`src/verilog/banked_sram_pkg.sv`:
```
package banked_sram_pkg;

  // ********************************************************************
  // widths and depths
  // ********************************************************************

  localparam int unsigned ADDR_WIDTH      = 32;  // byte address.
  localparam int unsigned DATA_WIDTH      = 64;
  localparam int unsigned NUM_BANKS       = 4;
  localparam int unsigned BANK_DATA_WIDTH = DATA_WIDTH / NUM_BANKS;
  localparam int unsigned BANK_STRB_WIDTH = BANK_DATA_WIDTH / 8;
  localparam int unsigned STRB_WIDTH      = DATA_WIDTH / 8;
  localparam int unsigned BANK_WORDS      = 64;

  // each bank gets its own request and response queue of this depth.
  localparam int unsigned FIFO_DEPTH = 2;
  localparam int unsigned MAX_TRANS  = 4;  // wide requests in flight.

  // ********************************************************************
  // types
  // ********************************************************************

  typedef logic [ADDR_WIDTH-1:0]      addr_t;
  typedef logic [DATA_WIDTH-1:0]      data_t;
  typedef logic [STRB_WIDTH-1:0]      strb_t;
  typedef logic [BANK_DATA_WIDTH-1:0] bank_data_t;
  typedef logic [BANK_STRB_WIDTH-1:0] bank_strb_t;
  typedef logic [NUM_BANKS-1:0]       bank_mask_t;

  typedef enum logic {
    OP_READ  = 1'b0,
    OP_WRITE = 1'b1
  } mem_op_e;

  // one slice of a wide request, as it waits in a bank queue.
  typedef struct packed {
    addr_t      addr;
    bank_data_t wdata;
    bank_strb_t strb;
    mem_op_e    op;
  } bank_req_t;

endpackage

```
`src/verilog/bank_if.sv`:
```
`timescale 1ns/1ps

interface bank_if;
  import banked_sram_pkg::*;

  // request side, driven by the splitter.
  logic       req;
  addr_t      addr;
  bank_data_t wdata;
  bank_strb_t strb;
  mem_op_e    op;

  // grant and response, driven by the bank.
  logic       gnt;
  logic       rvalid;
  bank_data_t rdata;

  modport splitter (
    output req, addr, wdata, strb, op,
    input  gnt, rvalid, rdata
  );

  modport bank (
    input  req, addr, wdata, strb, op,
    output gnt, rvalid, rdata
  );

endinterface

```
`src/verilog/stream_fifo.sv`:
```
`timescale 1ns/1ps

module stream_fifo #(
  parameter int unsigned DEPTH        = 2,
  parameter bit          FALL_THROUGH = 1'b0,
  parameter type         T            = logic
) (
  input  logic clk_i,
  input  logic reset_i,
  input  T     data_i,
  input  logic valid_i,
  output logic ready_o,
  output T     data_o,
  output logic valid_o,
  input  logic ready_i
);

  localparam int unsigned PTR_WIDTH = (DEPTH > 1) ? $clog2(DEPTH) : 1;
  localparam int unsigned CNT_WIDTH = $clog2(DEPTH + 1);

  T mem [DEPTH];

  logic [PTR_WIDTH-1:0] wr_ptr;
  logic [PTR_WIDTH-1:0] rd_ptr;
  logic [CNT_WIDTH-1:0] count;
  logic                 empty;
  logic                 full;
  logic                 pass_thru;
  logic                 push;
  logic                 pop;

  function automatic logic [PTR_WIDTH-1:0] next_ptr(input logic [PTR_WIDTH-1:0] ptr);
    return (ptr == PTR_WIDTH'(DEPTH - 1)) ? '0 : ptr + 1'b1;
  endfunction

  assign empty     = (count == '0);
  assign full      = (count == CNT_WIDTH'(DEPTH));
  assign pass_thru = FALL_THROUGH && empty;  // input shows on the output at once.
  assign ready_o   = ~full;

  always_comb begin
    if (pass_thru) begin
      data_o  = data_i;
      valid_o = valid_i;
    end else begin
      data_o  = mem[rd_ptr];
      valid_o = ~empty;
    end
  end

  // a word taken straight through is never stored.
  assign push = valid_i & ~full & ~(pass_thru & ready_i);
  assign pop  = ~empty & ready_i;

  always_ff @(posedge clk_i) begin
    if (reset_i) begin
      wr_ptr <= '0;
      rd_ptr <= '0;
      count  <= '0;
    end else begin
      if (push) wr_ptr <= next_ptr(wr_ptr);
      if (pop) rd_ptr <= next_ptr(rd_ptr);
      if (push && !pop) begin
        count <= count + 1'b1;
      end else if (pop && !push) begin
        count <= count - 1'b1;
      end
    end
  end

  always_ff @(posedge clk_i) begin
    if (push) mem[wr_ptr] <= data_i;
  end

endmodule

```
`src/verilog/bank_splitter.sv`:
```
`timescale 1ns/1ps

module bank_splitter (
  input  logic                    clk_i,
  input  logic                    reset_i,
  input  logic                    req_i,
  output logic                    gnt_o,
  input  banked_sram_pkg::addr_t  addr_i,
  input  banked_sram_pkg::data_t  wdata_i,
  input  banked_sram_pkg::strb_t  strb_i,
  input  banked_sram_pkg::mem_op_e op_i,
  output logic                    rvalid_o,
  output banked_sram_pkg::data_t  rdata_o,
  bank_if.splitter                banks [banked_sram_pkg::NUM_BANKS]
);
  import banked_sram_pkg::*;

  localparam int unsigned CNT_WIDTH   = $clog2(FIFO_DEPTH + 1);
  localparam int unsigned ALIGN_SHIFT = $clog2(STRB_WIDTH);

  logic       accept;
  bank_mask_t req_ready;
  bank_mask_t resp_ready;
  bank_mask_t resp_valid;
  bank_mask_t resp_pop;
  bank_mask_t zero_strb;   // write slices that never reach their bank.
  bank_mask_t dead_mask;
  bank_mask_t dead_resp;
  logic       dead_valid;
  logic       dead_ready;

  function automatic addr_t align_addr(input addr_t addr);
    return (addr >> ALIGN_SHIFT) << ALIGN_SHIFT;
  endfunction

  assign accept = req_i & gnt_o;

  // any full queue stops new wide requests.
  assign gnt_o = (&req_ready) & (&resp_ready) & dead_ready;

  // ********************************************************************
  // per-bank request path
  // ********************************************************************

  for (genvar i = 0; i < NUM_BANKS; i++) begin : gen_bank
    bank_req_t            slice;
    bank_req_t            head;
    logic                 head_valid;
    logic                 head_pop;
    logic                 hidden;
    logic                 credit_ok;
    logic                 issued;
    logic [CNT_WIDTH-1:0] pending;  // requests in the bank plus queued responses.

    assign slice.addr  = align_addr(addr_i) + ADDR_WIDTH'(i * BANK_STRB_WIDTH);
    assign slice.wdata = wdata_i[i*BANK_DATA_WIDTH +: BANK_DATA_WIDTH];
    assign slice.strb  = strb_i[i*BANK_STRB_WIDTH +: BANK_STRB_WIDTH];
    assign slice.op    = op_i;

    assign zero_strb[i] = (op_i == OP_WRITE) && (slice.strb == '0);

    stream_fifo #(
      .DEPTH        (FIFO_DEPTH),
      .FALL_THROUGH (1'b1),
      .T            (bank_req_t)
    ) u_req_fifo (
      .clk_i   (clk_i),
      .reset_i (reset_i),
      .data_i  (slice),
      .valid_i (accept),
      .ready_o (req_ready[i]),
      .data_o  (head),
      .valid_o (head_valid),
      .ready_i (head_pop)
    );

    assign hidden    = (head.op == OP_WRITE) && (head.strb == '0);
    assign credit_ok = (pending < CNT_WIDTH'(FIFO_DEPTH));

    // a hidden write leaves the queue without a bank access.
    assign banks[i].req   = head_valid & ~hidden & credit_ok;
    assign banks[i].addr  = head.addr;
    assign banks[i].wdata = head.wdata;
    assign banks[i].strb  = head.strb;
    assign banks[i].op    = head.op;

    assign head_pop = hidden | (banks[i].gnt & credit_ok);
    assign issued   = banks[i].req & banks[i].gnt;

    always_ff @(posedge clk_i) begin
      if (reset_i) begin
        pending <= '0;
      end else if (issued && !resp_pop[i]) begin
        pending <= pending + 1'b1;
      end else if (resp_pop[i] && !issued) begin
        pending <= pending - 1'b1;
      end
    end

    stream_fifo #(
      .DEPTH        (FIFO_DEPTH),
      .FALL_THROUGH (1'b1),
      .T            (bank_data_t)
    ) u_resp_fifo (
      .clk_i   (clk_i),
      .reset_i (reset_i),
      .data_i  (banks[i].rdata),
      .valid_i (banks[i].rvalid),
      .ready_o (resp_ready[i]),
      .data_o  (rdata_o[i*BANK_DATA_WIDTH +: BANK_DATA_WIDTH]),
      .valid_o (resp_valid[i]),
      .ready_i (resp_pop[i])
    );

    assign resp_pop[i] = rvalid_o & ~dead_resp[i];  // dead lanes hold no response.
  end

  // ********************************************************************
  // missing responses and merge
  // ********************************************************************

  // one entry per wide request, so the head always matches the oldest one.
  stream_fifo #(
    .DEPTH        (MAX_TRANS + 1),
    .FALL_THROUGH (1'b0),
    .T            (bank_mask_t)
  ) u_dead_fifo (
    .clk_i   (clk_i),
    .reset_i (reset_i),
    .data_i  (zero_strb),
    .valid_i (accept),
    .ready_o (dead_ready),
    .data_o  (dead_mask),
    .valid_o (dead_valid),
    .ready_i (rvalid_o)
  );

  assign dead_resp = dead_mask & {NUM_BANKS{dead_valid}};
  assign rvalid_o  = &(resp_valid | dead_resp);

endmodule

```
`src/verilog/sram_bank.sv`:
```
`timescale 1ns/1ps

module sram_bank (
  input  logic clk_i,
  input  logic reset_i,
  input  logic stall_i,
  bank_if.bank bus
);
  import banked_sram_pkg::*;

  localparam int unsigned IDX_WIDTH = $clog2(BANK_WORDS);
  localparam int unsigned IDX_LSB   = $clog2(STRB_WIDTH);

  bank_data_t           mem [BANK_WORDS];
  logic [IDX_WIDTH-1:0] idx;
  logic                 fire;
  logic                 rvalid_q;
  bank_data_t           rdata_q;

  // the word index comes from the wide address, so higher bits wrap.
  assign idx  = bus.addr[IDX_LSB +: IDX_WIDTH];
  assign fire = bus.req & bus.gnt;

  assign bus.gnt = ~stall_i;  // contention is modelled from outside.

  always_ff @(posedge clk_i) begin
    if (fire) begin
      rdata_q <= mem[idx];  // write responses carry the old word.
      if (bus.op == OP_WRITE) begin
        for (int b = 0; b < BANK_STRB_WIDTH; b++) begin
          if (bus.strb[b]) mem[idx][b*8 +: 8] <= bus.wdata[b*8 +: 8];
        end
      end
    end
  end

  always_ff @(posedge clk_i) begin
    if (reset_i) begin
      rvalid_q <= 1'b0;
    end else begin
      rvalid_q <= fire;
    end
  end

  assign bus.rvalid = rvalid_q;
  assign bus.rdata  = rdata_q;

endmodule

```
`src/verilog/banked_sram.sv`:
```
`timescale 1ns/1ps

module banked_sram (
  input  logic                                    clk_i,
  input  logic                                    reset_i,
  input  logic                                    req_i,
  output logic                                    gnt_o,
  input  logic [banked_sram_pkg::ADDR_WIDTH-1:0]  addr_i,
  input  logic [banked_sram_pkg::DATA_WIDTH-1:0]  wdata_i,
  input  logic [banked_sram_pkg::STRB_WIDTH-1:0]  strb_i,
  input  logic                                    we_i,
  input  logic [banked_sram_pkg::NUM_BANKS-1:0]   bank_stall_i,
  output logic                                    rvalid_o,
  output logic [banked_sram_pkg::DATA_WIDTH-1:0]  rdata_o
);
  import banked_sram_pkg::*;

  mem_op_e op;

  bank_if bank_bus [NUM_BANKS] ();

  assign op = we_i ? OP_WRITE : OP_READ;

  // ********************************************************************
  // splitter and banks
  // ********************************************************************

  bank_splitter u_splitter (
    .clk_i    (clk_i),
    .reset_i  (reset_i),
    .req_i    (req_i),
    .gnt_o    (gnt_o),
    .addr_i   (addr_i),
    .wdata_i  (wdata_i),
    .strb_i   (strb_i),
    .op_i     (op),
    .rvalid_o (rvalid_o),
    .rdata_o  (rdata_o),
    .banks    (bank_bus)
  );

  for (genvar i = 0; i < NUM_BANKS; i++) begin : gen_bank
    sram_bank u_bank (
      .clk_i   (clk_i),
      .reset_i (reset_i),
      .stall_i (bank_stall_i[i]),
      .bus     (bank_bus[i])
    );
  end

endmodule

```
`config.mk`:
```
export PLATFORM = sky130hd
export DESIGN_NAME = banked_sram
export DESIGN_NICKNAME = d
export VERILOG_FILES = /design/src/verilog/banked_sram_pkg.sv /design/src/verilog/bank_if.sv /design/src/verilog/stream_fifo.sv /design/src/verilog/bank_splitter.sv /design/src/verilog/sram_bank.sv /design/src/verilog/banked_sram.sv
export SDC_FILE = /design/constraint.sdc
export NUM_CORES = 2
export LEC_CHECK = 0
export BUFFER_PORTS_ARGS = -buffer_cell sky130_fd_sc_hd__buf_2
export CAP_MARGIN = 20
export CORE_ASPECT_RATIO = 1.75
export CORE_UTILIZATION = 30
export CTS_CLUSTER_SIZE = 28
export DETAILED_ROUTE_END_ITERATION = 6
export GPL_ROUTABILITY_DRIVEN = 0
export GPL_TIMING_DRIVEN = 0
export HOLD_SLACK_MARGIN = 0.15
export PLACE_DENSITY_LB_ADDON = 0.08
export SETUP_SLACK_MARGIN = 0.4
export SYNTH_ARGS = -nofsm -noshare
export SYNTH_HDL_FRONTEND = slang
export SYNTH_MEMORY_MAX_BITS = 65536
export SYNTH_SLANG_ARGS = --single-unit
```
`constraint.sdc`:
```
create_clock -name clk_i -period 9.51 [get_ports clk_i]
set_input_delay 0.4755 -clock clk_i [delete_from_list [all_inputs] [get_ports clk_i]]
set_output_delay 0.4755 -clock clk_i [all_outputs]
set_load 0.01 [all_outputs]
```
==> qor.tcl <==
set qor(maxCapViolCount) 0
set qor(ios) 178
set qor(overflow) 0
set qor(grt_setup_unrepaired) {false}
set qor(route.detailed.wl_per_inst_um) 40.9
set qor(crit_path_max_fanout) 13
set qor(h_tree_depth) 5
set qor(leakagePower_nw) 60.7
set qor(power.sequential.fraction_pct) 39.2
set qor(gate_family_responsible_for_the_most_delay_along_the_worst_path) {buffers and inverters}
set qor(power.density_nw_per_um2) 326
set qor(switching_power_mw) 25.0
set qor(power.total_mw) 65.3
set qor(fp.coreArea_um2) 562000
set qor(synth-edff-count) 4508
set qor(hold_path_startpoint) {wdata_i[31]}
set qor(ff2ff_path_depth) 10
set qor(start_util_pct) 30.1
set qor(synth.top_cells.by_area) {sky130_fd_sc_hd__edfxtp_1, sky130_fd_sc_hd__a22oi_1, sky130_fd_sc_hd__a41oi_1}
set qor(wire_length_of_the_first_global_routing_pass_um) 983000
set qor(internal_power_mw) 40.3
set qor(final.setup_skew_ns) 0.0441
set qor(fmax_mhz) 167
set qor(rrSetupSlack_ns) 3.53
set qor(routed_wl_um) 757000
set qor(rows) 364
set qor(synth_area_per_cell_um2) 17.6
set qor(run_status) {completed}
set qor(dr_total_vias) 102960
set qor(synth_largest_area_cell) {sky130_fd_sc_hd__edfxtp_1}
set qor(worst_hold_path.num_cells) 2
set qor(io_buffers) 150
set qor(yosysTopAreaCellShare_pct) 80.0
set qor(antenna_violating_nets_post_route) 0
set qor(synth_seq_cells) 4572
set qor(grt_util_all_layers_pct) 26.0
set qor(post-route-drc-count) 0
set qor(detailedRoute.firstPassIterationCount) 5
set qor(critical_path.reg2reg.endpoint) {gen_bank[0].u_bank.mem[2][11]}
set qor(finalWorstPathRequiredPeriod_ns) 6.00
set qor(power_frac_comb_pct) 32.9
set qor(slowest_delay_ns) 0.92
set qor(post-dp-hpwl_um) 535000
set qor(yosysWarningCount) 0
set qor(groute.layer.met2.usage_pct) 47.3
set qor(max-vdd-ir-drop_mv) 0.210
set qor(filler_cell_count) 52612
set qor(cp-start-kind) {input pin}
set qor(cts_sinks) 4572
set qor(postSynthCellCount) 9615
set qor(final_nets) 10723
set qor(pwr-share-clk_pct) 27.9
set qor(worstReg2RegStart) {u_splitter.gen_bank[0].u_req_fifo.count[0]}
set qor(timing.final.crit_share_pct) 63.1
set qor(setup_violations) 0
set qor(ys_dominant_reg_cell) {sky130_fd_sc_hd__edfxtp_1}
set qor(cp.arrival_ns) 6.69
set qor(tightest_slew_ns) 1.28
set qor(synth_cell_area_um2) 169000
set qor(die-height_um) 995
set qor(type_of_element_capturing_the_critical_path) {flop}
set qor(report.final.hold_viol_count) 0
set qor(cts.repair.resized) 0
set qor(syn_nets) 9745
set qor(worstPathBufferInverterCount) 6
set qor(ys_seq_area_share_pct) 80.8
set qor(full_die_area_um2) 567000
set qor(utilization_pct) 35.7
set qor(area_growth_pct) 18.6
set qor(reg_area_um2) 137000
set qor(cts_tree) {built}
set qor(power_switching_share_pct) 38.3
set qor(critical_path_class) {in2reg}
set qor(timing.hold.worst.class) {in2reg}
set qor(via_per_inst) 5.57
set qor(crit_required_ns) 10.20
set qor(maximum_number_of_pins_on_one_net_before_global_route_repair) 41
set qor(timing.critical_path.mode_cell) {sky130_fd_sc_hd__buf_2}
set qor(min_delay_worst_endpoint) {u_splitter.gen_bank[1].u_req_fifo.mem[0][18]}
set qor(drt-initial-drc-count) 11718
set qor(drive_above_1_share_pct) 14.9
set qor(clock_latency_ns) 0.98
set qor(initial_antenna_violation_count) 60
set qor(groute.layer.met1.usage_pct) 28.9
set qor(slew-limit-headroom_pct) 15.0
set qor(global_route.peak_usage_layer) {met2}
set qor(cts_buffers) 437
set qor(grtUsageMet3_pct) 3.46
set qor(report.final.slew_viol_count) 0
set qor(first_global_vias) 102361
set qor(cts.clk_slew.worst_paths_ns) 0.07
set qor(clockRootBuffer) {sky130_fd_sc_hd__clkbuf_16}
set qor(clock_path_buffers) 4
set qor(die_width_um) 570
set qor(multiInputGateArea_um2) 30600
set qor(yosysUniqueCellTypes) 68
set qor(master_of_the_slowest_instance_on_the_critical_path) {sky130_fd_sc_hd__a41oi_1}
set qor(synth-async-reset-ratio_pct) 0
set qor(post_cts_setup_bufs) 0
set qor(crit_path_cell_trace) {dlygate4sd3_1, buf_2, or3_1, o21ai_4, nor3_1, buf_2, buf_2, buf_2, clkbuf_1, a22oi_1, a41oi_1, a21oi_1, nand4_1}
==> area by class of cell <==
class                   instances  area share [%]
repair buffers                539            3.19
diodes                         25          0.0312
multi-input cells            4405            15.3
inverters                      18          0.0337
clock inverters               289            1.58
plain buffers                 620            1.45
clock buffers                 519            5.66
flip-flops and latches       4572            68.1
well taps                    7503            4.68
==> cells in the final DEF (no fill, tap or decap), types with 83 or more instances in the layout <==
cell                        count
sky130_fd_sc_hd__a22oi_1     1945
sky130_fd_sc_hd__nand4_1       85
sky130_fd_sc_hd__buf_8        103
sky130_fd_sc_hd__clkinv_1      83
sky130_fd_sc_hd__clkbuf_1     266
sky130_fd_sc_hd__a41oi_1      354
sky130_fd_sc_hd__nand2_1      311
sky130_fd_sc_hd__clkbuf_16    442
sky130_fd_sc_hd__clkinv_2      83
sky130_fd_sc_hd__a21oi_1      133
sky130_fd_sc_hd__clkbuf_2      88
sky130_fd_sc_hd__mux2i_1      162
sky130_fd_sc_hd__nor2_1       704
sky130_fd_sc_hd__edfxtp_1    4508
sky130_fd_sc_hd__buf_2        387
==> repair_timing <==
item | CTS | global route
endpoints found under the hold margin | 691 | 0
endpoints found under the setup margin | 0 | 0
hold buffers | 81 | 0
==> registers in the layout, indices dropped and copies added, names as in the netlist, 4 cells and up, named ones only <==
register	cells
gen_bank.u_bank.mem	4096
u_splitter.gen_bank.u_resp_fifo.rd_ptr	4
u_splitter.gen_bank.u_req_fifo.mem	200
gen_bank.u_bank.bus.rvalid	4
u_splitter.gen_bank.u_req_fifo.wr_ptr	4
gen_bank.u_bank.bus.rdata	64
u_splitter.u_dead_fifo.mem	20
u_splitter.gen_bank.u_req_fifo.rd_ptr	4
u_splitter.gen_bank.u_resp_fifo.mem	128
u_splitter.gen_bank.u_resp_fifo.count	8
u_splitter.gen_bank.pending	8
u_splitter.gen_bank.u_req_fifo.count	8
u_splitter.gen_bank.u_resp_fifo.wr_ptr	4
==> routing by layer <==
layer | vias to the layer above | routed length [µm]
met5 | - | 165
met4 | 24 | 50100
met3 | 1380 | 41800
met2 | 4754 | 395000
met1 | 54963 | 269000
li1 | 41839 | -
==> power by group through the flow <==
stage / combinational [mW] / clock, mW / sequential, mW
5_1_grt: 21.7 / 19.1 / 25.7
3_5_place_dp: 21.3 / 0 / 26.1
3_3_place_gp: 19.2 / 0 / 27.2
4_1_cts: 21.3 / 18.4 / 25.6
6_report: 21.5 / 18.2 / 25.6
2_1_floorplan: 7.79 / 0 / 26.4
==> worst max path at each step <==
stage | start | end | slack, ns | cells past startpoint
3_3_place_gp | flop | gen_bank[3].u_bank.mem[0][10] | -1.62 | 5
3_5_place_dp | addr_i[3] | gen_bank[1].u_bank.bus.rdata[2] | 3.38 | 12
4_1_cts | u_splitter.gen_bank[0].u_req_fifo.count[0] | gen_bank[0].u_bank.mem[2][11] | 3.58 | 10
6_report | addr_i[4] | gen_bank[1].u_bank.bus.rdata[2] | 3.51 | 13
2_1_floorplan | u_splitter.gen_bank[2].u_req_fifo.count[0] | u_splitter.gen_bank[3].pending[1] | 3.99 | 10
5_1_grt | u_splitter.gen_bank[0].u_req_fifo.count[0] | gen_bank[0].u_bank.mem[2][11] | 3.49 | 10
==> cell usage after synthesis (22+ instances only) <==
| library cell | count |
|---|---|
| sky130_fd_sc_hd__buf_2 | 193 |
| sky130_fd_sc_hd__a41oi_1 | 356 |
| sky130_fd_sc_hd__xor2_1 | 35 |
| sky130_fd_sc_hd__a41o_1 | 22 |
| sky130_fd_sc_hd__dfxtp_1 | 64 |
| sky130_fd_sc_hd__nand2_1 | 311 |
| sky130_fd_sc_hd__nor2_1 | 706 |
| sky130_fd_sc_hd__clkbuf_1 | 277 |
| sky130_fd_sc_hd__nor4_1 | 71 |
| sky130_fd_sc_hd__a22o_1 | 39 |
| sky130_fd_sc_hd__nand4_1 | 85 |
| sky130_fd_sc_hd__mux2i_1 | 162 |
| sky130_fd_sc_hd__o211ai_1 | 26 |
| sky130_fd_sc_hd__nor3_1 | 47 |
| sky130_fd_sc_hd__buf_4 | 31 |
| sky130_fd_sc_hd__a221oi_1 | 40 |
| sky130_fd_sc_hd__o21ai_0 | 123 |
| sky130_fd_sc_hd__a21oi_1 | 133 |
| sky130_fd_sc_hd__edfxtp_1 | 4508 |
| sky130_fd_sc_hd__buf_1 | 109 |
| sky130_fd_sc_hd__a22oi_1 | 1945 |
==> cells by family (layout without fill, tap and decap cells) <==
logic type,Yosys count,in the layout,share of synthesized area [%]
simple gates,1337,1337,3.44
fa+ha+maj,18,18,0.138
flops,4572,4572,80.8
xor+xnor,42,42,0.217
buf+inv,638,1985,1.67
mux,187,187,1.17
compound gates,2821,2821,12.6
other cells,0,25,0
==> per-stage QoR <==
step	hold slack [ns]	instances	setup TNS [ns]	worst slack (ns)	cell area (µm²)
floorplan	0.446	9615	0	3.99	169000
global placement	0.454	17268	-1318.91	-1.62	179000
detailed placement	0.461	17554	0	3.38	185000
CTS	0.182	18443	0	3.58	200000
global route	0.243	18470	0	3.49	201000
finish	0.248	18490	0	3.51	201000
No activity file was read; power rests on OpenSTA's default activity.
